<file path="src/logic/swap_pkg.sv">
// Swap lock package
// Shared widths, memory depth, request opcodes and the state encodings
// of the bus endpoint and the swap controller.

package swap_pkg;

    // ------------------------------------------------------------------------
    // widths and sizes
    // ------------------------------------------------------------------------

    // data word width
    localparam int DATA_W = 32;

    // word address width
    localparam int ADDR_W = 8;

    // one enable per byte lane
    localparam int MASK_W = DATA_W / 8;

    // number of memory words
    localparam int MEM_DEPTH = 256;

    // each of x and y
    localparam int CORD_W = 4;

    // ------------------------------------------------------------------------
    // encodings
    // ------------------------------------------------------------------------

    // request opcode carried with every endpoint request
    typedef enum logic [1:0] {
        OP_NORMAL  = 2'd0,
        OP_ACQUIRE = 2'd1,
        OP_RELEASE = 2'd2
    } swap_op_e;

    // swap controller, store phase follows an accepted swap
    typedef enum logic [1:0] {
        SWAP_IDLE    = 2'd0,
        SWAP_STORING = 2'd1
    } swap_state_e;

    // bus endpoint
    typedef enum logic [1:0] {
        EP_IDLE = 2'd0,
        EP_WAIT = 2'd1,
        EP_ACK  = 2'd2
    } ep_state_e;

endpackage

</file>
<file path="src/logic/ep_req_if.sv">
// Endpoint request channel
// Valid/yumi handshake with word address, data, byte mask, write flag,
// swap opcode and the source coordinates of the requester.

`timescale 1ns/1ps

interface ep_req_if import swap_pkg::*; ();

    logic              v;
    logic              yumi;
    logic [DATA_W-1:0] data;
    logic [MASK_W-1:0] mask;
    logic [ADDR_W-1:0] addr;
    logic              we;
    swap_op_e          op;
    logic [CORD_W-1:0] x_cord;
    logic [CORD_W-1:0] y_cord;

    // request source
    modport master (
        output v, data, mask, addr, we, op, x_cord, y_cord,
        input  yumi
    );

    // request sink, yumi only while v is high
    modport slave (
        input  v, data, mask, addr, we, op, x_cord, y_cord,
        output yumi
    );

endinterface

</file>
<file path="src/logic/wb_endpoint.sv">
// Wishbone classic slave endpoint
// Samples a new bus cycle, raises one endpoint request for it, waits for
// the response, registers the returned word and gives a one-cycle ack.
// Opcode and source coordinates come from the address and cycle tags.

`timescale 1ns/1ps

module wb_endpoint import swap_pkg::*; (
    input  logic              clk_i,
    input  logic              reset_i,

    // wishbone slave side
    input  logic              wb_cyc_i,
    input  logic              wb_stb_i,
    input  logic              wb_we_i,
    input  logic [ADDR_W-1:0] wb_adr_i,
    input  logic [DATA_W-1:0] wb_dat_i,
    input  logic [MASK_W-1:0] wb_sel_i,
    input  swap_op_e          wb_tga_op_i,
    input  logic [CORD_W-1:0] wb_tgc_x_i,
    input  logic [CORD_W-1:0] wb_tgc_y_i,
    output logic              wb_ack_o,
    output logic [DATA_W-1:0] wb_dat_o,

    // request toward the swap controller
    ep_req_if.master          ep_o,

    // response from the swap controller
    input  logic [DATA_W-1:0] ep_rdata_i,
    input  logic              ep_rvalid_i
);

    ep_state_e         state_r;
    logic              req_v_r;
    logic [DATA_W-1:0] rdata_r;

    // ------------------------------------------------------------------------
    // bus cycle FSM
    // ------------------------------------------------------------------------

    always_ff @(posedge clk_i) begin
        if (reset_i) begin
            state_r <= EP_IDLE;
            req_v_r <= 1'b0;
        end else begin
            case (state_r)
                EP_IDLE: begin
                    if (wb_cyc_i && wb_stb_i) begin
                        state_r <= EP_WAIT;
                        req_v_r <= 1'b1;
                    end
                end
                EP_WAIT: begin
                    // request leaves on yumi, response comes a cycle later
                    if (ep_o.yumi) begin
                        req_v_r <= 1'b0;
                    end
                    if (ep_rvalid_i) begin
                        state_r <= EP_ACK;
                    end
                end
                EP_ACK: begin
                    state_r <= EP_IDLE;
                end
                default: begin
                    state_r <= EP_IDLE;
                    req_v_r <= 1'b0;
                end
            endcase
        end
    end

    // hold the returned word for the ack cycle
    always_ff @(posedge clk_i) begin
        if (state_r == EP_WAIT && ep_rvalid_i) begin
            rdata_r <= ep_rdata_i;
        end
    end

    // ------------------------------------------------------------------------
    // outputs
    // ------------------------------------------------------------------------

    // master holds the bus fields until ack, so they feed the request as is
    assign ep_o.v      = req_v_r;
    assign ep_o.data   = wb_dat_i;
    assign ep_o.mask   = wb_sel_i;
    assign ep_o.addr   = wb_adr_i;
    assign ep_o.we     = wb_we_i;
    assign ep_o.op     = wb_tga_op_i;
    assign ep_o.x_cord = wb_tgc_x_i;
    assign ep_o.y_cord = wb_tgc_y_i;

    assign wb_ack_o = (state_r == EP_ACK);
    assign wb_dat_o = rdata_r;

endmodule

</file>
<file path="src/flat_wrapper.sv">
// flat-port wrapper written by rule: the top's interface ports become plain ports
module wb_endpoint_flat import swap_pkg::*;
  (clk_i, reset_i, wb_cyc_i, wb_stb_i, wb_we_i, wb_adr_i, wb_dat_i, wb_sel_i, wb_tga_op_i, wb_tgc_x_i, wb_tgc_y_i, wb_ack_o, wb_dat_o, ep_rdata_i, ep_rvalid_i, ep_o_v, ep_o_data, ep_o_mask, ep_o_addr, ep_o_we, ep_o_op, ep_o_x_cord, ep_o_y_cord, ep_o_yumi);
  ep_req_if ep_o_i ();
  input  logic clk_i;
  input  logic reset_i;
  input  logic wb_cyc_i;
  input  logic wb_stb_i;
  input  logic wb_we_i;
  input  logic [ADDR_W-1:0] wb_adr_i;
  input  logic [DATA_W-1:0] wb_dat_i;
  input  logic [MASK_W-1:0] wb_sel_i;
  input  swap_op_e wb_tga_op_i;
  input  logic [CORD_W-1:0] wb_tgc_x_i;
  input  logic [CORD_W-1:0] wb_tgc_y_i;
  output logic wb_ack_o;
  output logic [DATA_W-1:0] wb_dat_o;
  input  logic [DATA_W-1:0] ep_rdata_i;
  input  logic ep_rvalid_i;
  output wire logic [$bits(ep_o_i.v)-1:0] ep_o_v;
  output wire logic [$bits(ep_o_i.data)-1:0] ep_o_data;
  output wire logic [$bits(ep_o_i.mask)-1:0] ep_o_mask;
  output wire logic [$bits(ep_o_i.addr)-1:0] ep_o_addr;
  output wire logic [$bits(ep_o_i.we)-1:0] ep_o_we;
  output wire logic [$bits(ep_o_i.op)-1:0] ep_o_op;
  output wire logic [$bits(ep_o_i.x_cord)-1:0] ep_o_x_cord;
  output wire logic [$bits(ep_o_i.y_cord)-1:0] ep_o_y_cord;
  input wire logic [$bits(ep_o_i.yumi)-1:0] ep_o_yumi;
  assign ep_o_v = ep_o_i.v;
  assign ep_o_data = ep_o_i.data;
  assign ep_o_mask = ep_o_i.mask;
  assign ep_o_addr = ep_o_i.addr;
  assign ep_o_we = ep_o_i.we;
  assign ep_o_op = ep_o_i.op;
  assign ep_o_x_cord = ep_o_i.x_cord;
  assign ep_o_y_cord = ep_o_i.y_cord;
  assign ep_o_i.yumi = ep_o_yumi;
  wb_endpoint u_core (.clk_i(clk_i), .reset_i(reset_i), .wb_cyc_i(wb_cyc_i), .wb_stb_i(wb_stb_i), .wb_we_i(wb_we_i), .wb_adr_i(wb_adr_i), .wb_dat_i(wb_dat_i), .wb_sel_i(wb_sel_i), .wb_tga_op_i(wb_tga_op_i), .wb_tgc_x_i(wb_tgc_x_i), .wb_tgc_y_i(wb_tgc_y_i), .wb_ack_o(wb_ack_o), .wb_dat_o(wb_dat_o), .ep_o(ep_o_i), .ep_rdata_i(ep_rdata_i), .ep_rvalid_i(ep_rvalid_i));
endmodule
</file>
<file path="config.mk">
export PLATFORM = sky130hd
export DESIGN_NAME = wb_endpoint_flat
export DESIGN_NICKNAME = d
export VERILOG_FILES = /design/src/logic/swap_pkg.sv /design/src/logic/ep_req_if.sv /design/src/logic/wb_endpoint.sv /design/src/flat_wrapper.sv
export SDC_FILE = /design/constraint.sdc
export NUM_CORES = 1
export LEC_CHECK = 0
export BUFFER_PORTS_ARGS = -buffer_cell sky130_fd_sc_hd__buf_2
export CORE_AREA = 2 2 71 73
export DETAILED_ROUTE_END_ITERATION = 7
export DIE_AREA = 0 0 73 75
export PLACE_DENSITY = 0.79
export SYNTH_ARGS = -nofsm -noshare
export SYNTH_HDL_FRONTEND = slang
export SYNTH_SLANG_ARGS = --single-unit
</file>
<file path="constraint.sdc">
create_clock -name clk_i -period 3.1 [get_ports clk_i]
set_clock_uncertainty 0.2 [all_clocks]
set_input_delay 0.155 -clock clk_i [delete_from_list [all_inputs] [get_ports clk_i]]
set_output_delay 0.155 -clock clk_i [all_outputs]
set_load 0.01 [all_outputs]
</file>
==> results_dict.tcl <==
set metrics [dict create \
    clock_latency_ns 0.27 \
    dpl_worst_slack_ns 1.61 \
    cp-start-kind "input pin" \
    fmaxAchievable_mhz 589 \
    hpwl_mm 3.40 \
    drc 0 \
    status "complete, no violations" \
    vias 938 \
    path_clk_slew_ns 0.06 \
    stdcell_area_sq_um 1980 \
    dieArea_sq_um 5480 \
    netSwitchingFraction_pct 19.2 \
    cts.sinks 35 \
    critPathMaxFanout 2 \
    worst_slew_pin_slew_ns 0.390 \
    setup_ws_ns 1.40 \
    synthFlopType "edfxtp_1" \
    die_w_um 73 \
    p_leak_nw 0.835 \
    end_kind "register" \
    grt-ovfl-total 0 \
    ys_types 12 \
    ys_seq_area_share_pct 67.2 \
    place_congestion 0.809 \
    syn_inst 100 \
    cts_buffer_depth 2 \
    ys_ff_latch 35 \
    synth_fp_nets 193 \
    rows 25 \
    initial_core_util_pct 32.6 \
    fin_nets 253 \
    finalSetupViolations 0 \
    synthTopCellsByCount "buf_4 (55), edfxtp_1 (32), dfxtp_1 (3)" \
    p_int_mw 0.739 \
    hold_viol_final 0 \
    p_comb_share_pct 9.9 \
    peakVddDrop_v 0.000172 \
    drt_wl_total_mm 4.58 \
    path_class "in2reg" \
    io_pins 182 \
    post-synth-top-count-cell "buf_4" \
    antenna_cells 0 \
    p_per_area_nw_per_um2 462 \
    coreArea_sq_um 4660 \
    h-tree-depth 2 \
    hold_class "in2out" \
    synth_edf_count 32 \
    r2r_cells 3 \
    post-route-min-period_ns 1.70 \
    hp-start "wb_tga_op_i[0]" \
    ff_latch_area_sq_um 1020 \
    max_slew_margin_pct 74.0 \
    r2r_setup_slack_ns 1.51 \
    seqPwrFrac_pct 58.2 \
    drive_gt1_share_pct 50.9 \
    post_cts_resized 0 \
    nFillCells 377 \
    hold_end "ep_o_op[0]" \
    viasPerCell 4.36 \
    switching_power_mw 0.176 \
    reg2reg_to "u_core.ep_o.v$_SDFFE_PP0P_" \
    drv_slew 0 \
    root_buffer "clkbuf_8" \
    yosysTopAreaCellShare_pct 63.2 \
    synth_area_leaders "edfxtp_1 (63%), buf_4 (27%), dfxtp_1 (4.0%), nand3b_4 (1.3%), a221oi_2 (0.99%)" \
    port_buffers 71 \
    setup_tns_ns 0 \
    drtAntennaViolNets 0 \
    crit_arrival_ns 1.72 \
    dpl_cell_area_sq_um 1540 \
    rsz0062_at_grt "false" \
    syn_area_per_cell_sq_um 15.2 \
    required_ns 3.12 \
    fin_crit_sh_pct 54.8 \
    grt_max_degree 33 \
    syn2layout_area_growth_pct 30.3 \
    cts_tree "done" \
    maxCapViolations 0 \
    antenna_found_initial 0 \
    synthArstFlopShare_pct 0 \
    clkPwrFrac_pct 31.9 \
    numCtsBuffers 5 \
    grt_pass1_vias 972 \
    synth_top_cell_by_area "edfxtp_1" \
    timing.rr.start "u_core.state_r[0]$_SDFFE_PP0P_" \
    grt_usage_pct 15.6 \
    yosys_warnings 0 \
    drtIter0Drc 82 \
    drt_first_pass_iters 4 \
    min_path_cells 0 \
    wl_per_cell_um 21.3 \
    grt_pass1_wl_mm 6.00 \
    synth.cell_area_sq_um 1520 \
    multi_input_area_sq_um 88.8 \
    fp.dieH_um 75 \
]
==> layout by cell type (no fill, tap or decap), drive strengths merged <==
cell          n
a211oi        1
a21bo         1
a221oi        1
and2b         1
buf          72
clkbuf        6
clkinv        2
dfxtp         3
dlygate4sd3  36
edfxtp       32
nand2         1
nand2b        2
nand3b        1
nor2          1
nor3          1
==> layer usage <==
layer / track usage [%] / vias to the layer above / part of all wire (%)
met4: 4.32 / 0 / 1.0
li1: - / 407 / -
met1: 9.20 / 397 / 23
met3: 17.0 / 5 / 25
met2: 29.3 / 129 / 51
met5: 0 / - / 0
==> worst max-delay path: stages <==
cell and delay, ns:
dlygate4sd3_1 0.54, buf_2 0.13, nand2b_1 0.13, a211oi_1 0.20, dlygate4sd3_1 0.56
==> cell type report <==
cell class | count | area share [%]
clock buffer | 6 | 3.66
clock inverter | 2 | 0.379
tap | 54 | 3.41
multi-input combinational | 10 | 4.49
sequential | 35 | 51.5
timing repair buffer | 108 | 36.5
==> power groups by stage <==
stage	clock network, mW	registers (mW)	logic, mW
detailed placement	0	0.543	0.0528
CTS	0.296	0.533	0.0887
floorplan	0	0.549	0.0836
global route	0.320	0.534	0.0974
finish	0.292	0.533	0.0902
global placement	0	0.542	0.0522
==> stage by stage <==
step,utilization (%),hold WS (ns),instances,power (mW)
floorplan,-,0.0212,100,0.632
global placement,33.0,0.110,171,0.595
detailed placement,33.0,0.110,171,0.596
CTS,42.5,0.110,215,0.918
global route,42.5,0.110,215,0.951
finish,42.5,0.110,215,0.916
==> registers in the layout (all words and copies together) (netlist names) <==
| register | flops |
|---|---|
| u_core.state_r | 2 |
| u_core.wb_dat_o | 32 |
| u_core.ep_o.v | 1 |
==> worst max path at each step <==
stage / start / end / slack [ns] / cells past startpoint
3_5_place_dp: u_core.state_r[0]$_SDFFE_PP0P_ / u_core.wb_dat_o[29]$_DFFE_PP_ / 1.61 / 3
5_1_grt: ep_rvalid_i / u_core.state_r[0]$_SDFFE_PP0P_ / 1.32 / 5
2_1_floorplan: u_core.state_r[0]$_SDFFE_PP0P_ / u_core.wb_dat_o[0]$_DFFE_PP_ / 0.68 / 2
3_3_place_gp: u_core.state_r[0]$_SDFFE_PP0P_ / u_core.wb_dat_o[19]$_DFFE_PP_ / 1.65 / 3
6_report: ep_rvalid_i / u_core.state_r[0]$_SDFFE_PP0P_ / 1.40 / 5
4_1_cts: ep_rvalid_i / u_core.state_r[0]$_SDFFE_PP0P_ / 1.40 / 5
==> repair_timing <==
action,4_1_cts,5_1_grt
setup endpoints to repair,0,0
hold buffers,36,0
hold endpoints to repair,35,0
buffers inserted,0,0
==> logic make-up after synthesis <==
family	after synthesis	synth area share, %
AOI/OAI and AO/OA	3	2.14
buffers and inverters	55	27.2
DFF	35	67.2
and+or+nand+nor	7	3.54
No activity file was read; power rests on OpenSTA's default activity.
