## config.mk

```make
export PLATFORM = sky130hd
export DESIGN_NAME = swap_ctrl_flat
export DESIGN_NICKNAME = d
export VERILOG_FILES = /design/src/logic/swap_pkg.sv /design/src/logic/ep_req_if.sv /design/src/logic/mem_req_if.sv /design/src/logic/swap_ctrl.sv /design/src/flat_wrapper.sv
export SDC_FILE = /design/constraint.sdc
export NUM_CORES = 1
export LEC_CHECK = 0
export BUFFER_PORTS_ARGS = -buffer_cell sky130_fd_sc_hd__buf_2
export CORE_MARGIN = 2
export CORE_UTILIZATION = 48
export CTS_BUF_LIST = sky130_fd_sc_hd__clkbuf_8
export DETAILED_ROUTE_END_ITERATION = 10
export GPL_ROUTABILITY_DRIVEN = 0
export HOLD_SLACK_MARGIN = 0.08
export PLACE_DENSITY = 0.94
export SLEW_MARGIN = 20
export SYNTH_ARGS = -nofsm -noshare
export SYNTH_HDL_FRONTEND = slang
export SYNTH_SLANG_ARGS = --single-unit
```

## constraint.sdc

```tcl
create_clock -name clk_i -period 7.04 [get_ports clk_i]
set_input_delay 1.408 -clock clk_i [delete_from_list [all_inputs] [get_ports clk_i]]
set_output_delay 1.408 -clock clk_i [all_outputs]
set_load 0.005 [all_outputs]
```

## src/logic/swap_pkg.sv

```systemverilog
// Swap lock package
// Shared widths, memory depth, request opcodes and the state encodings
// of the bus endpoint and the swap controller.

package swap_pkg;

    // ------------------------------------------------------------------------
    // widths and sizes
    // ------------------------------------------------------------------------

    // data word width
    localparam int DATA_W = 32;

    // word address width
    localparam int ADDR_W = 8;

    // one enable per byte lane
    localparam int MASK_W = DATA_W / 8;

    // number of memory words
    localparam int MEM_DEPTH = 256;

    // each of x and y
    localparam int CORD_W = 4;

    // ------------------------------------------------------------------------
    // encodings
    // ------------------------------------------------------------------------

    // request opcode carried with every endpoint request
    typedef enum logic [1:0] {
        OP_NORMAL  = 2'd0,
        OP_ACQUIRE = 2'd1,
        OP_RELEASE = 2'd2
    } swap_op_e;

    // swap controller, store phase follows an accepted swap
    typedef enum logic [1:0] {
        SWAP_IDLE    = 2'd0,
        SWAP_STORING = 2'd1
    } swap_state_e;

    // bus endpoint
    typedef enum logic [1:0] {
        EP_IDLE = 2'd0,
        EP_WAIT = 2'd1,
        EP_ACK  = 2'd2
    } ep_state_e;

endpackage

```

## src/logic/ep_req_if.sv

```systemverilog
// Endpoint request channel
// Valid/yumi handshake with word address, data, byte mask, write flag,
// swap opcode and the source coordinates of the requester.

`timescale 1ns/1ps

interface ep_req_if import swap_pkg::*; ();

    logic              v;
    logic              yumi;
    logic [DATA_W-1:0] data;
    logic [MASK_W-1:0] mask;
    logic [ADDR_W-1:0] addr;
    logic              we;
    swap_op_e          op;
    logic [CORD_W-1:0] x_cord;
    logic [CORD_W-1:0] y_cord;

    // request source
    modport master (
        output v, data, mask, addr, we, op, x_cord, y_cord,
        input  yumi
    );

    // request sink, yumi only while v is high
    modport slave (
        input  v, data, mask, addr, we, op, x_cord, y_cord,
        output yumi
    );

endinterface

```

## src/logic/mem_req_if.sv

```systemverilog
// Memory request channel
// No back-pressure, so every cycle with v high is a transfer.

`timescale 1ns/1ps

interface mem_req_if import swap_pkg::*; ();

    logic              v;
    logic [DATA_W-1:0] data;
    logic [MASK_W-1:0] mask;
    logic [ADDR_W-1:0] addr;
    logic              we;

    modport master (
        output v, data, mask, addr, we
    );

    modport slave (
        input  v, data, mask, addr, we
    );

endinterface

```

## src/logic/swap_ctrl.sv

```systemverilog
// Atomic swap lock controller
// Holds a single lock and its owner record. Normal requests pass straight
// to the memory; a successful acquire or release reads the old word and
// stores the new data one cycle later. Failed swaps skip the memory and
// return their own write data.

`timescale 1ns/1ps

module swap_ctrl import swap_pkg::*; (
    input  logic              clk_i,
    input  logic              reset_i,

    // request from the bus endpoint
    ep_req_if.slave           ep_i,

    // request to the local memory
    mem_req_if.master         mem_o,

    // memory response
    input  logic [DATA_W-1:0] mem_rdata_i,
    input  logic              mem_rvalid_i,

    // merged response to the endpoint
    output logic [DATA_W-1:0] ep_rdata_o,
    output logic              ep_rvalid_o
);

    swap_state_e       state_r;
    swap_state_e       state_n;

    // lock and owner record
    logic              lock_r;
    logic [ADDR_W-1:0] owner_addr_r;
    logic [CORD_W-1:0] owner_x_r;
    logic [CORD_W-1:0] owner_y_r;
    logic [DATA_W-1:0] swap_data_r;
    logic [MASK_W-1:0] swap_mask_r;

    // response merging
    logic              fail_r;
    logic [DATA_W-1:0] fail_data_r;
    logic              store_r;

    logic idle;
    logic storing;
    logic take;
    logic is_normal;
    logic is_aq;
    logic is_rl;
    logic owner_match;
    logic aq_ok;
    logic aq_fail;
    logic rl_ok;
    logic rl_fail;
    logic swap_ok;
    logic swap_fail;

    // ------------------------------------------------------------------------
    // swap decision
    // ------------------------------------------------------------------------

    assign idle    = (state_r == SWAP_IDLE);
    assign storing = (state_r == SWAP_STORING);

    // requests are only taken while idle
    assign take = ep_i.v && idle;

    assign is_normal = (ep_i.op == OP_NORMAL);
    assign is_aq     = (ep_i.op == OP_ACQUIRE);
    assign is_rl     = (ep_i.op == OP_RELEASE);

    assign owner_match = (ep_i.addr == owner_addr_r)
                      && (ep_i.x_cord == owner_x_r)
                      && (ep_i.y_cord == owner_y_r);

    assign aq_ok   = take && is_aq && !lock_r;
    assign aq_fail = take && is_aq && lock_r;
    assign rl_ok   = take && is_rl && lock_r && owner_match;
    assign rl_fail = take && is_rl && !(lock_r && owner_match);

    assign swap_ok   = aq_ok || rl_ok;
    assign swap_fail = aq_fail || rl_fail;

    assign ep_i.yumi = take;

    always_ff @(posedge clk_i) begin
        if (reset_i) begin
            lock_r <= 1'b0;
        end else if (aq_ok) begin
            lock_r <= 1'b1;
        end else if (rl_ok) begin
            lock_r <= 1'b0;
        end
    end

    // owner fields and the data for the store phase
    always_ff @(posedge clk_i) begin
        if (swap_ok) begin
            owner_addr_r <= ep_i.addr;
            owner_x_r    <= ep_i.x_cord;
            owner_y_r    <= ep_i.y_cord;
            swap_data_r  <= ep_i.data;
            swap_mask_r  <= ep_i.mask;
        end
    end

    // ------------------------------------------------------------------------
    // read-then-write sequencing
    // ------------------------------------------------------------------------

    always_comb begin
        case (state_r)
            SWAP_IDLE:    state_n = swap_ok ? SWAP_STORING : SWAP_IDLE;
            // memory never stalls, so the store takes one cycle
            SWAP_STORING: state_n = SWAP_IDLE;
            default:      state_n = SWAP_IDLE;
        endcase
    end

    always_ff @(posedge clk_i) begin
        if (reset_i) begin
            state_r <= SWAP_IDLE;
        end else begin
            state_r <= state_n;
        end
    end

    // read phase uses the live request, store phase the owner record
    assign mem_o.v    = storing || (take && !swap_fail);
    assign mem_o.we   = storing || (is_normal && ep_i.we);
    assign mem_o.data = storing ? swap_data_r : ep_i.data;
    assign mem_o.mask = storing ? swap_mask_r : ep_i.mask;
    assign mem_o.addr = storing ? owner_addr_r : ep_i.addr;

    // ------------------------------------------------------------------------
    // response merging
    // ------------------------------------------------------------------------

    always_ff @(posedge clk_i) begin
        if (reset_i) begin
            fail_r  <= 1'b0;
            store_r <= 1'b0;
        end else begin
            fail_r  <= swap_fail;
            store_r <= storing;
        end
    end

    always_ff @(posedge clk_i) begin
        fail_data_r <= ep_i.data;
    end

    // the store response has no requester waiting for it
    assign ep_rvalid_o = fail_r || (mem_rvalid_i && !store_r);
    assign ep_rdata_o  = fail_r ? fail_data_r : mem_rdata_i;

endmodule

```

## src/flat_wrapper.sv

```systemverilog
// flat-port wrapper written by rule: the top's interface ports become plain ports
module swap_ctrl_flat import swap_pkg::*;
  (clk_i, reset_i, mem_rdata_i, mem_rvalid_i, ep_rdata_o, ep_rvalid_o, ep_i_v, ep_i_data, ep_i_mask, ep_i_addr, ep_i_we, ep_i_op, ep_i_x_cord, ep_i_y_cord, ep_i_yumi, mem_o_v, mem_o_data, mem_o_mask, mem_o_addr, mem_o_we);
  ep_req_if ep_i_i ();
  mem_req_if mem_o_i ();
  input  logic clk_i;
  input  logic reset_i;
  input  logic [DATA_W-1:0] mem_rdata_i;
  input  logic mem_rvalid_i;
  output logic [DATA_W-1:0] ep_rdata_o;
  output logic ep_rvalid_o;
  input wire logic [$bits(ep_i_i.v)-1:0] ep_i_v;
  input wire logic [$bits(ep_i_i.data)-1:0] ep_i_data;
  input wire logic [$bits(ep_i_i.mask)-1:0] ep_i_mask;
  input wire logic [$bits(ep_i_i.addr)-1:0] ep_i_addr;
  input wire logic [$bits(ep_i_i.we)-1:0] ep_i_we;
  input wire logic [$bits(ep_i_i.op)-1:0] ep_i_op;
  input wire logic [$bits(ep_i_i.x_cord)-1:0] ep_i_x_cord;
  input wire logic [$bits(ep_i_i.y_cord)-1:0] ep_i_y_cord;
  output wire logic [$bits(ep_i_i.yumi)-1:0] ep_i_yumi;
  output wire logic [$bits(mem_o_i.v)-1:0] mem_o_v;
  output wire logic [$bits(mem_o_i.data)-1:0] mem_o_data;
  output wire logic [$bits(mem_o_i.mask)-1:0] mem_o_mask;
  output wire logic [$bits(mem_o_i.addr)-1:0] mem_o_addr;
  output wire logic [$bits(mem_o_i.we)-1:0] mem_o_we;
  assign ep_i_i.v = ep_i_v;
  assign ep_i_i.data = ep_i_data;
  assign ep_i_i.mask = ep_i_mask;
  assign ep_i_i.addr = ep_i_addr;
  assign ep_i_i.we = ep_i_we;
  assign ep_i_i.op = ep_i_op;
  assign ep_i_i.x_cord = ep_i_x_cord;
  assign ep_i_i.y_cord = ep_i_y_cord;
  assign ep_i_yumi = ep_i_i.yumi;
  assign mem_o_v = mem_o_i.v;
  assign mem_o_data = mem_o_i.data;
  assign mem_o_mask = mem_o_i.mask;
  assign mem_o_addr = mem_o_i.addr;
  assign mem_o_we = mem_o_i.we;
  swap_ctrl u_core (.clk_i(clk_i), .reset_i(reset_i), .ep_i(ep_i_i), .mem_o(mem_o_i), .mem_rdata_i(mem_rdata_i), .mem_rvalid_i(mem_rvalid_i), .ep_rdata_o(ep_rdata_o), .ep_rvalid_o(ep_rvalid_o));
endmodule
```

==> results of run 1 <==
## logic make-up after synthesis
family	Yosys count	synth area share (%)
and+or+nand+nor	20	4.23
DFF	88	64.3
buffers and inverters	10	1.48
xor gates and xnor gates	16	3.95
AOI/OAI and AO/OA	9	1.87
muxes	76	24.1
## tightest hold or removal path, stage by stage, from the launching register on
cell and delay [ps]:
sky130_fd_sc_hd__dfxtp_1 400, sky130_fd_sc_hd__nor3_1 80, sky130_fd_sc_hd__nand2_1 70, sky130_fd_sc_hd__o31ai_1 60
## routing by layer
layer  vias up  wire length [um]  GRT usage, %
li1       1169                 -             -
met4         0               120          5.90
met5         -                 0             0
met1      1154              2950          20.4
met2       114              4020          34.0
met3        12               509          5.11
## stage by stage
step	util [%]	worst slack [ps]	power, mW
after floorplan	-	590	0.636
after global placement	62.4	2930	0.698
after detailed placement	62.6	2940	0.704
after CTS	65.5	2940	1.07
after global routing	65.5	2820	1.10
final	65.5	2940	1.06
## state kept, by name, summed over array words and instances, names as in the netlist
| register | flops |
|---|---|
| u_core.fail_data_r | 32 |
| u_core.swap_data_r | 32 |
| u_core.owner_addr_r | 8 |
| u_core.owner_x_r | 4 |
| u_core.owner_y_r | 4 |
| u_core.swap_mask_r | 4 |
| u_core.fail_r | 1 |
| u_core.lock_r | 1 |
| u_core.state_r | 1 |
| u_core.store_r | 1 |
## Yosys cell counts (all sizes together)
cell type | number | share of area [%]
o31ai | 3 | 0.63
and4bb | 1 | 0.35
or3 | 1 | 0.18
nor3 | 2 | 0.28
o31a | 2 | 0.49
xnor2 | 1 | 0.25
nand2b | 1 | 0.18
dfxtp | 36 | 20
edfxtp | 52 | 44
nand3 | 2 | 0.42
clkbuf | 1 | 0.11
nand3b | 1 | 0.32
a31oi | 1 | 0.18
nand2 | 3 | 0.32
nor4 | 3 | 1.1
inv | 1 | 0.11
a21o | 2 | 0.42
mux2 | 76 | 24
buf | 8 | 1.3
xor2 | 15 | 3.7
and2 | 1 | 0.18
nor2 | 3 | 0.32
a21oi | 1 | 0.14
nor2b | 2 | 0.56
## area by class of cell
cell class | count | share of cell area, %
sequential | 88 | 48.3
inverter | 1 | 0.0794
multi-input combinational | 121 | 25.9
tap | 99 | 2.62
clock inverter | 7 | 1.85
timing repair buffer | 173 | 18.5
clock buffer | 9 | 2.62
## power breakdown
| group | leakage (nW) | internal (mW) | switching (mW) |
|---|---|---|---|
| Clock | 0.116 | 0.198 | 0.169 |
| Combinational | 1.10 | 0.0679 | 0.0488 |
| Sequential | 0.780 | 0.565 | 0.00971 |
## cell usage in the layout (no fill, tap or decap), types with 2 or more instances in the layout
| cell type | count |
|---|---|
| sky130_fd_sc_hd__bufinv_16 | 2 |
| sky130_fd_sc_hd__buf_4 | 2 |
| sky130_fd_sc_hd__xor2_1 | 15 |
| sky130_fd_sc_hd__nand2_1 | 3 |
| sky130_fd_sc_hd__o31ai_1 | 2 |
| sky130_fd_sc_hd__inv_1 | 3 |
| sky130_fd_sc_hd__clkbuf_8 | 9 |
| sky130_fd_sc_hd__o31a_1 | 2 |
| sky130_fd_sc_hd__a21o_1 | 2 |
| sky130_fd_sc_hd__nor2_1 | 3 |
| sky130_fd_sc_hd__mux2_2 | 76 |
| sky130_fd_sc_hd__buf_2 | 170 |
| sky130_fd_sc_hd__nor3_1 | 2 |
| sky130_fd_sc_hd__edfxtp_1 | 52 |
| sky130_fd_sc_hd__dfxtp_1 | 35 |
## worst max path at each step
stage / slack [ps] / from / to
floorplan: 590 / ep_i_addr[5] / u_core.owner_addr_r[0]$_DFFE_PP_
global placement: 2930 / ep_i_addr[5] / u_core.swap_data_r[27]$_DFFE_PP_
detailed placement: 2940 / ep_i_addr[5] / mem_o_v
CTS: 2940 / ep_i_addr[5] / mem_o_v
global route: 2820 / ep_i_y_cord[1] / mem_o_v
finish: 2940 / ep_i_y_cord[1] / mem_o_v
==> impl_metrics.toml, run 1 <==
[place]
detailed_place_hpwl_um = 5540
place.port_buffers = 170
post_dp_cell_area_sq_um = 4510
dp_cells = 482

[critical_path]
wp_depth = 6
critical_path.cell_chain = "buf_2 > xor2_1 > nor4_1 > nand3_1 > o31ai_1 > buf_2"
worstReg2RegStart = "u_core.owner_y_r[1]$_DFFE_PP_"
sort_of_element_at_the_end_of_the_critical_path = "output pin"
timing.critical_path.buf_inv = 2
cp_data_required_time_ps = 5630
timing_worst_setup_path_type = "input pin to output pin"
crit_path_start_kind = "input pin"
critical_path.max_stage_delay_ps = 330
arrival_ps = 2690
critical_path.max_fanout = 5
worstReg2RegEnd = "u_core.swap_data_r[28]$_DFFE_PP_"
timing.critical_path.mode_cell = "sky130_fd_sc_hd__buf_2"
register_to_register_path_setup_slack_ps = 4520
critical_path.slowest_cell = "sky130_fd_sc_hd__o31ai_1"
r2r.worst_path.cells = 5
critical_path.top_delay_family = "simple AND/OR/NAND/NOR gates"

[cts]
tritoncts_clock_tree = "done"
postCtsResizedCells = 0
cts-buffers-inserted = 9
holdBufCountCts = 0
post_cts.repair.setup_buffers = 0
largest_buffer_count_on_any_clock_path = 2
clkLatencyLatePin_ps = 350
cts-htree-levels = 3
clk_pin_slew_ps = 90
cts.root.buffer_cell = "sky130_fd_sc_hd__clkbuf_8"
clock-sinks = 88

[pwr]
max-vdd-ir-drop_uv = 149
total_leakage_power_nw = 1.99
pwr_density_cell_nw_per_um2 = 224

[drt]
routed_wire_length_per_instance_um = 15.3
postRouteWirelength_um = 7600
initialDrtViolationCount = 68
route.vias.total = 2449
detailedRoute.firstPassIterationCount = 4
routed_via_density = 4.92
antenna_left = 0
drc_viols = 0

[hold_path]
endpoint_of_the_worst_hold_path = "u_core.state_r[0]$_SDFF_PP0_"
min-delay-start = "u_core.lock_r$_SDFFE_PP0P_"
holdCritPathClass = "flop to flop"
min_delay_path_depth = 3

[sta]
hold_viol = 0
setup_repair_after_global_routing_missed_its_margin = "false"
timing.final.crit_period_ps = 4100
highest_attainable_clock_frequency_mhz = 244
setup_viol = 0
finalClockSkew_ps = 15.7
setup_tns_ps = 0
hold_slack_ps = 625
max_slew.worst_pin.slew_ps = 772
maxSlewHeadroom_pct = 48.4
maxSlewViolCount = 0
min_period_over_period_pct = 58.3

[status]
status = "completed"

[synthesis]
postSynthAreaPerCell_sq_um = 16.2
syn_area_sq_um = 3550
ys_ff_latch = 88
syn-num-nets = 310
ys.warnings.count = 0
synth-seq-area-share_pct = 64.3
synthesis.instances = 219
netlist_cell_types = 29

[floorplan]
core_sq_um = 7210
io_pins = 171
die-area_sq_um = 8090
die-width_um = 90.0
num_rows = 31
die_height_um = 90.0
initial_standard_cell_utilization_of_the_core_pct = 49.2

[grt]
grt.total_usage_pct = 18.4
overflow = 0
first_pass_grt_wire_length_um = 11800
antenna_found_initial = 0
grt_max_degree = 52
number_of_global_route_vias_before_repair = 2499

[cells_and_area]
finalInstanceArea_sq_um = 4730
antenna_cells_inserted = 0
areaGrowthSynthToFinish_pct = 33.3
layoutNonFillerInstCount = 498
layout-drive-gt1-share_pct = 67.9
regArea_sq_um = 2290
n_fill_cell = 564
layout.nets = 485
combined_area_of_the_multi_input_logic_cells_sq_um = 1230

[run]
cap_violations = 0
(Power assumes the default switching activity.)
==> inputs of run 2 (changes only) <==
--- a/config.mk
+++ b/config.mk
@@ -5,14 +5,15 @@
 export SDC_FILE = /design/constraint.sdc
 export NUM_CORES = 1
 export LEC_CHECK = 0
+export ABC_AREA = 1
 export BUFFER_PORTS_ARGS = -buffer_cell sky130_fd_sc_hd__buf_2
 export CORE_MARGIN = 2
-export CORE_UTILIZATION = 48
+export CORE_UTILIZATION = 44
 export CTS_BUF_LIST = sky130_fd_sc_hd__clkbuf_8
 export DETAILED_ROUTE_END_ITERATION = 10
 export GPL_ROUTABILITY_DRIVEN = 0
 export HOLD_SLACK_MARGIN = 0.08
-export PLACE_DENSITY = 0.94
+export PLACE_DENSITY = 0.9
 export SLEW_MARGIN = 20
 export SYNTH_ARGS = -nofsm -noshare
 export SYNTH_HDL_FRONTEND = slang
==> constraint.sdc (replaced) <==
create_clock -name clk_i -period 3.5 [get_ports clk_i]
set_input_delay 0.7 -clock clk_i [delete_from_list [all_inputs] [get_ports clk_i]]
set_output_delay 0.7 -clock clk_i [all_outputs]
set_load 0.005 [all_outputs]
==> run 2 against run 1 <==
Power is 92% higher. Highest routed layer unchanged. Final area is 3.3% higher. Largest power group unchanged. Wire length rose by 18%. First-iteration DRC count grew 47%. Critical path depth decreased by 2.
==> impl_metrics.toml, run 2 <==
[status]
status = "completed"

[critical_path]
critical_path.max_stage_delay_ps = 790
sort_of_element_at_the_end_of_the_critical_path = "output pin"
critical_path.cell_chain = "buf_4 > inv_1 > o21ai_0 > buf_2"
critical_path.slowest_cell = "sky130_fd_sc_hd__inv_1"
critical_path.top_delay_family = "buffers and inverters"
timing_worst_setup_path_type = "flop to output pin"
timing.critical_path.buf_inv = 3
crit_path_start_kind = "flop"
critical_path.max_fanout = 33
arrival_ps = 2030
cp_data_required_time_ps = 2800

[place]
dp_cells = 718
detailed_place_hpwl_um = 6530
place.port_buffers = 170

[pwr]
max-vdd-ir-drop_uv = 265
total_leakage_power_nw = 2.57
pwr_density_cell_nw_per_um2 = 417

[sta]
setup_viol = 0
maxSlewViolCount = 0
finalClockSkew_ps = 11.5
setup_repair_after_global_routing_missed_its_margin = "false"
max_slew.worst_pin.slew_ps = 1030
timing.final.crit_period_ps = 2730
highest_attainable_clock_frequency_mhz = 366
maxSlewHeadroom_pct = 31.0
setup_tns_ps = 0
hold_viol = 0
min_period_over_period_pct = 78.1

[run]
cap_violations = 0

[floorplan]
die-area_sq_um = 9290
num_rows = 33
io_pins = 171
die-width_um = 96.4
initial_standard_cell_utilization_of_the_core_pct = 45.5
die_height_um = 96.4
core_sq_um = 8260

[synthesis]
post-synth-top-count-cell = "sky130_fd_sc_hd__nand2_1"
synthesis.instances = 457
ys.warnings.count = 0
synthTopCellsByArea = "sky130_fd_sc_hd__edfxtp_1, sky130_fd_sc_hd__nand2_1, sky130_fd_sc_hd__dfxtp_1, sky130_fd_sc_hd__inv_1, sky130_fd_sc_hd__nor2_1"
postSynthAreaPerCell_sq_um = 8.22
ys_ff_latch = 88
synth_top_family_by_area = "simple AND/OR/NAND/NOR gates"
top_cells_by_count_synth = "sky130_fd_sc_hd__nand2_1, sky130_fd_sc_hd__edfxtp_1, sky130_fd_sc_hd__dfxtp_1, sky130_fd_sc_hd__inv_1, sky130_fd_sc_hd__nor2_1"
yosys.area.top_type_share_pct = 41.6
synth-seq-area-share_pct = 60.8
synth-async-reset-ratio_pct = 0
synth_adder_area_share_pct = 0
post_synthesis_simple_gate_area_fraction_pct = 31.4
synth_compound_gate_area_share_pct = 1.63
synthXorXnorAreaFrac_pct = 0.700
netlist.top_cell.by_area = "sky130_fd_sc_hd__edfxtp_1"
netlist_cell_types = 23
synthFlopType = "sky130_fd_sc_hd__edfxtp_1"
synth-edff-count = 52
syn_area_sq_um = 3760
syn-num-nets = 548
post_synth_mux_area_share_pct = 0

[drt]
met2_wirelength_um = 4700
wirelength_met1_um = 3620
met3RoutedLength_um = 581
detailedRoute.firstPassIterationCount = 4
drc_viols = 0
routed_wire_length_per_instance_um = 12.2
initialDrtViolationCount = 100
top_layer = "met4"
antenna_left = 0
route.vias.total = 3364
routed_via_density = 4.58
postRouteWirelength_um = 8950

[cts]
holdBufCountCts = 0
clk_pin_slew_ps = 90
clkLatencyLatePin_ps = 340
cts.root.buffer_cell = "sky130_fd_sc_hd__clkbuf_8"
postCtsResizedCells = 0
clock-sinks = 88
largest_buffer_count_on_any_clock_path = 2
post_cts.repair.setup_buffers = 0
tritoncts_clock_tree = "done"
cts-htree-levels = 3
cts-buffers-inserted = 9

[grt]
grt.total_usage_pct = 19.1
number_of_global_route_vias_before_repair = 3073
first_pass_grt_wire_length_um = 13600
grt_max_degree = 51
antenna_found_initial = 0
overflow = 0

[cells_and_area]
layout.nets = 715
layoutNonFillerInstCount = 734
areaGrowthSynthToFinish_pct = 30.0
antenna_cells_inserted = 0
layout-drive-gt1-share_pct = 31.8
largestRegisters = "u_core.fail_data_r: 32 flops, u_core.swap_data_r: 32 flops, u_core.owner_addr_r: 8 flops"
layout_common_cells = "sky130_fd_sc_hd__nand2_1, sky130_fd_sc_hd__buf_2, sky130_fd_sc_hd__edfxtp_1"
mostFrequentLayoutCell = "sky130_fd_sc_hd__nand2_1"

[hold_path]
holdCritPathClass = "input pin to flop"
[run 2: changes by cell type after synthesis, sizes merged, moves of 2 or more]
cell / delta
o21ai: +8
nand3: +2
a21o: -2
clkbuf: +11
xor2: -14
inv: +31
nor4: -3
buf: -3
nor2: +20
mux2: -76
o31ai: -3
o31a: -2
nand2: +272
[run 2: through the flow]
step	instance area [sq um]	power, mW	hold WS, ps	worst slack (ps)	util (%)
finish	4880	2.04	479	766	59.1
global route	4880	2.15	451	547	59.1
CTS	4880	2.06	466	722	59.1
detailed placement	4700	1.43	575	1100	56.9
global placement	4700	1.42	550	1110	56.9
floorplan	3760	1.28	486	719	-
[run 2: final cells by class]
type,instances,area [sq um]
clock buffers,10,138
clock inverters,6,45.0
fillers,717,3370
inverters,33,129
multi-input cells,319,1270
flip-flops and latches,88,2280
well taps,105,131
repair buffers,173,886
[run 2: report_power, final]
part,switching [mW],internal [mW],leakage (nW)
Combinational,0.140,0.116,1.70
Clock,0.350,0.280,0.0903
Sequential,0.0124,1.14,0.779
[run 2: cell families (layout without fill, tap and decap cells)]
logic type      after synthesis  count (layout)
buf+inv                      50             222
compound gates               11              11
simple gates                305             305
flops                        88              88
xor+xnor                      3               3
[run 2: final timing paths]
| kind | cells past startpoint | slack (ps) | from | endpoint |
|---|---|---|---|---|
| setup / recovery | 4 | 770 | u_core.fail_r$_SDFF_PP0_ | ep_rvalid_o |
| hold reg to reg | 2 | 590 | u_core.lock_r$_SDFFE_PP0P_ | u_core.fail_r$_SDFF_PP0_ |
| setup reg to reg | 8 | 1510 | u_core.state_r[0]$_SDFF_PP0_ | u_core.swap_data_r[17]$_DFFE_PP_ |
| hold / removal | 1 | 480 | ep_i_data[13] | u_core.fail_data_r[13]$_DFF_P_ |
[run 2: worst register-to-register path, stage by stage, from the launching register on]
cell                       delay (ps)
sky130_fd_sc_hd__dfxtp_2          340
sky130_fd_sc_hd__clkinv_4         230
sky130_fd_sc_hd__nand2_2          120
sky130_fd_sc_hd__inv_2             80
sky130_fd_sc_hd__nand3_2           70
sky130_fd_sc_hd__nor2_1           120
sky130_fd_sc_hd__nand3_2          120
sky130_fd_sc_hd__nand2_2          310
sky130_fd_sc_hd__buf_12           300
[run 2: per-layer routing]
layer / GRT usage (%) / vias up
met3: 4.19 / 4
met4: 5.63 / 0
li1: - / 1737
met2: 35.8 / 125
met5: 0 / -
met1: 21.7 / 1498
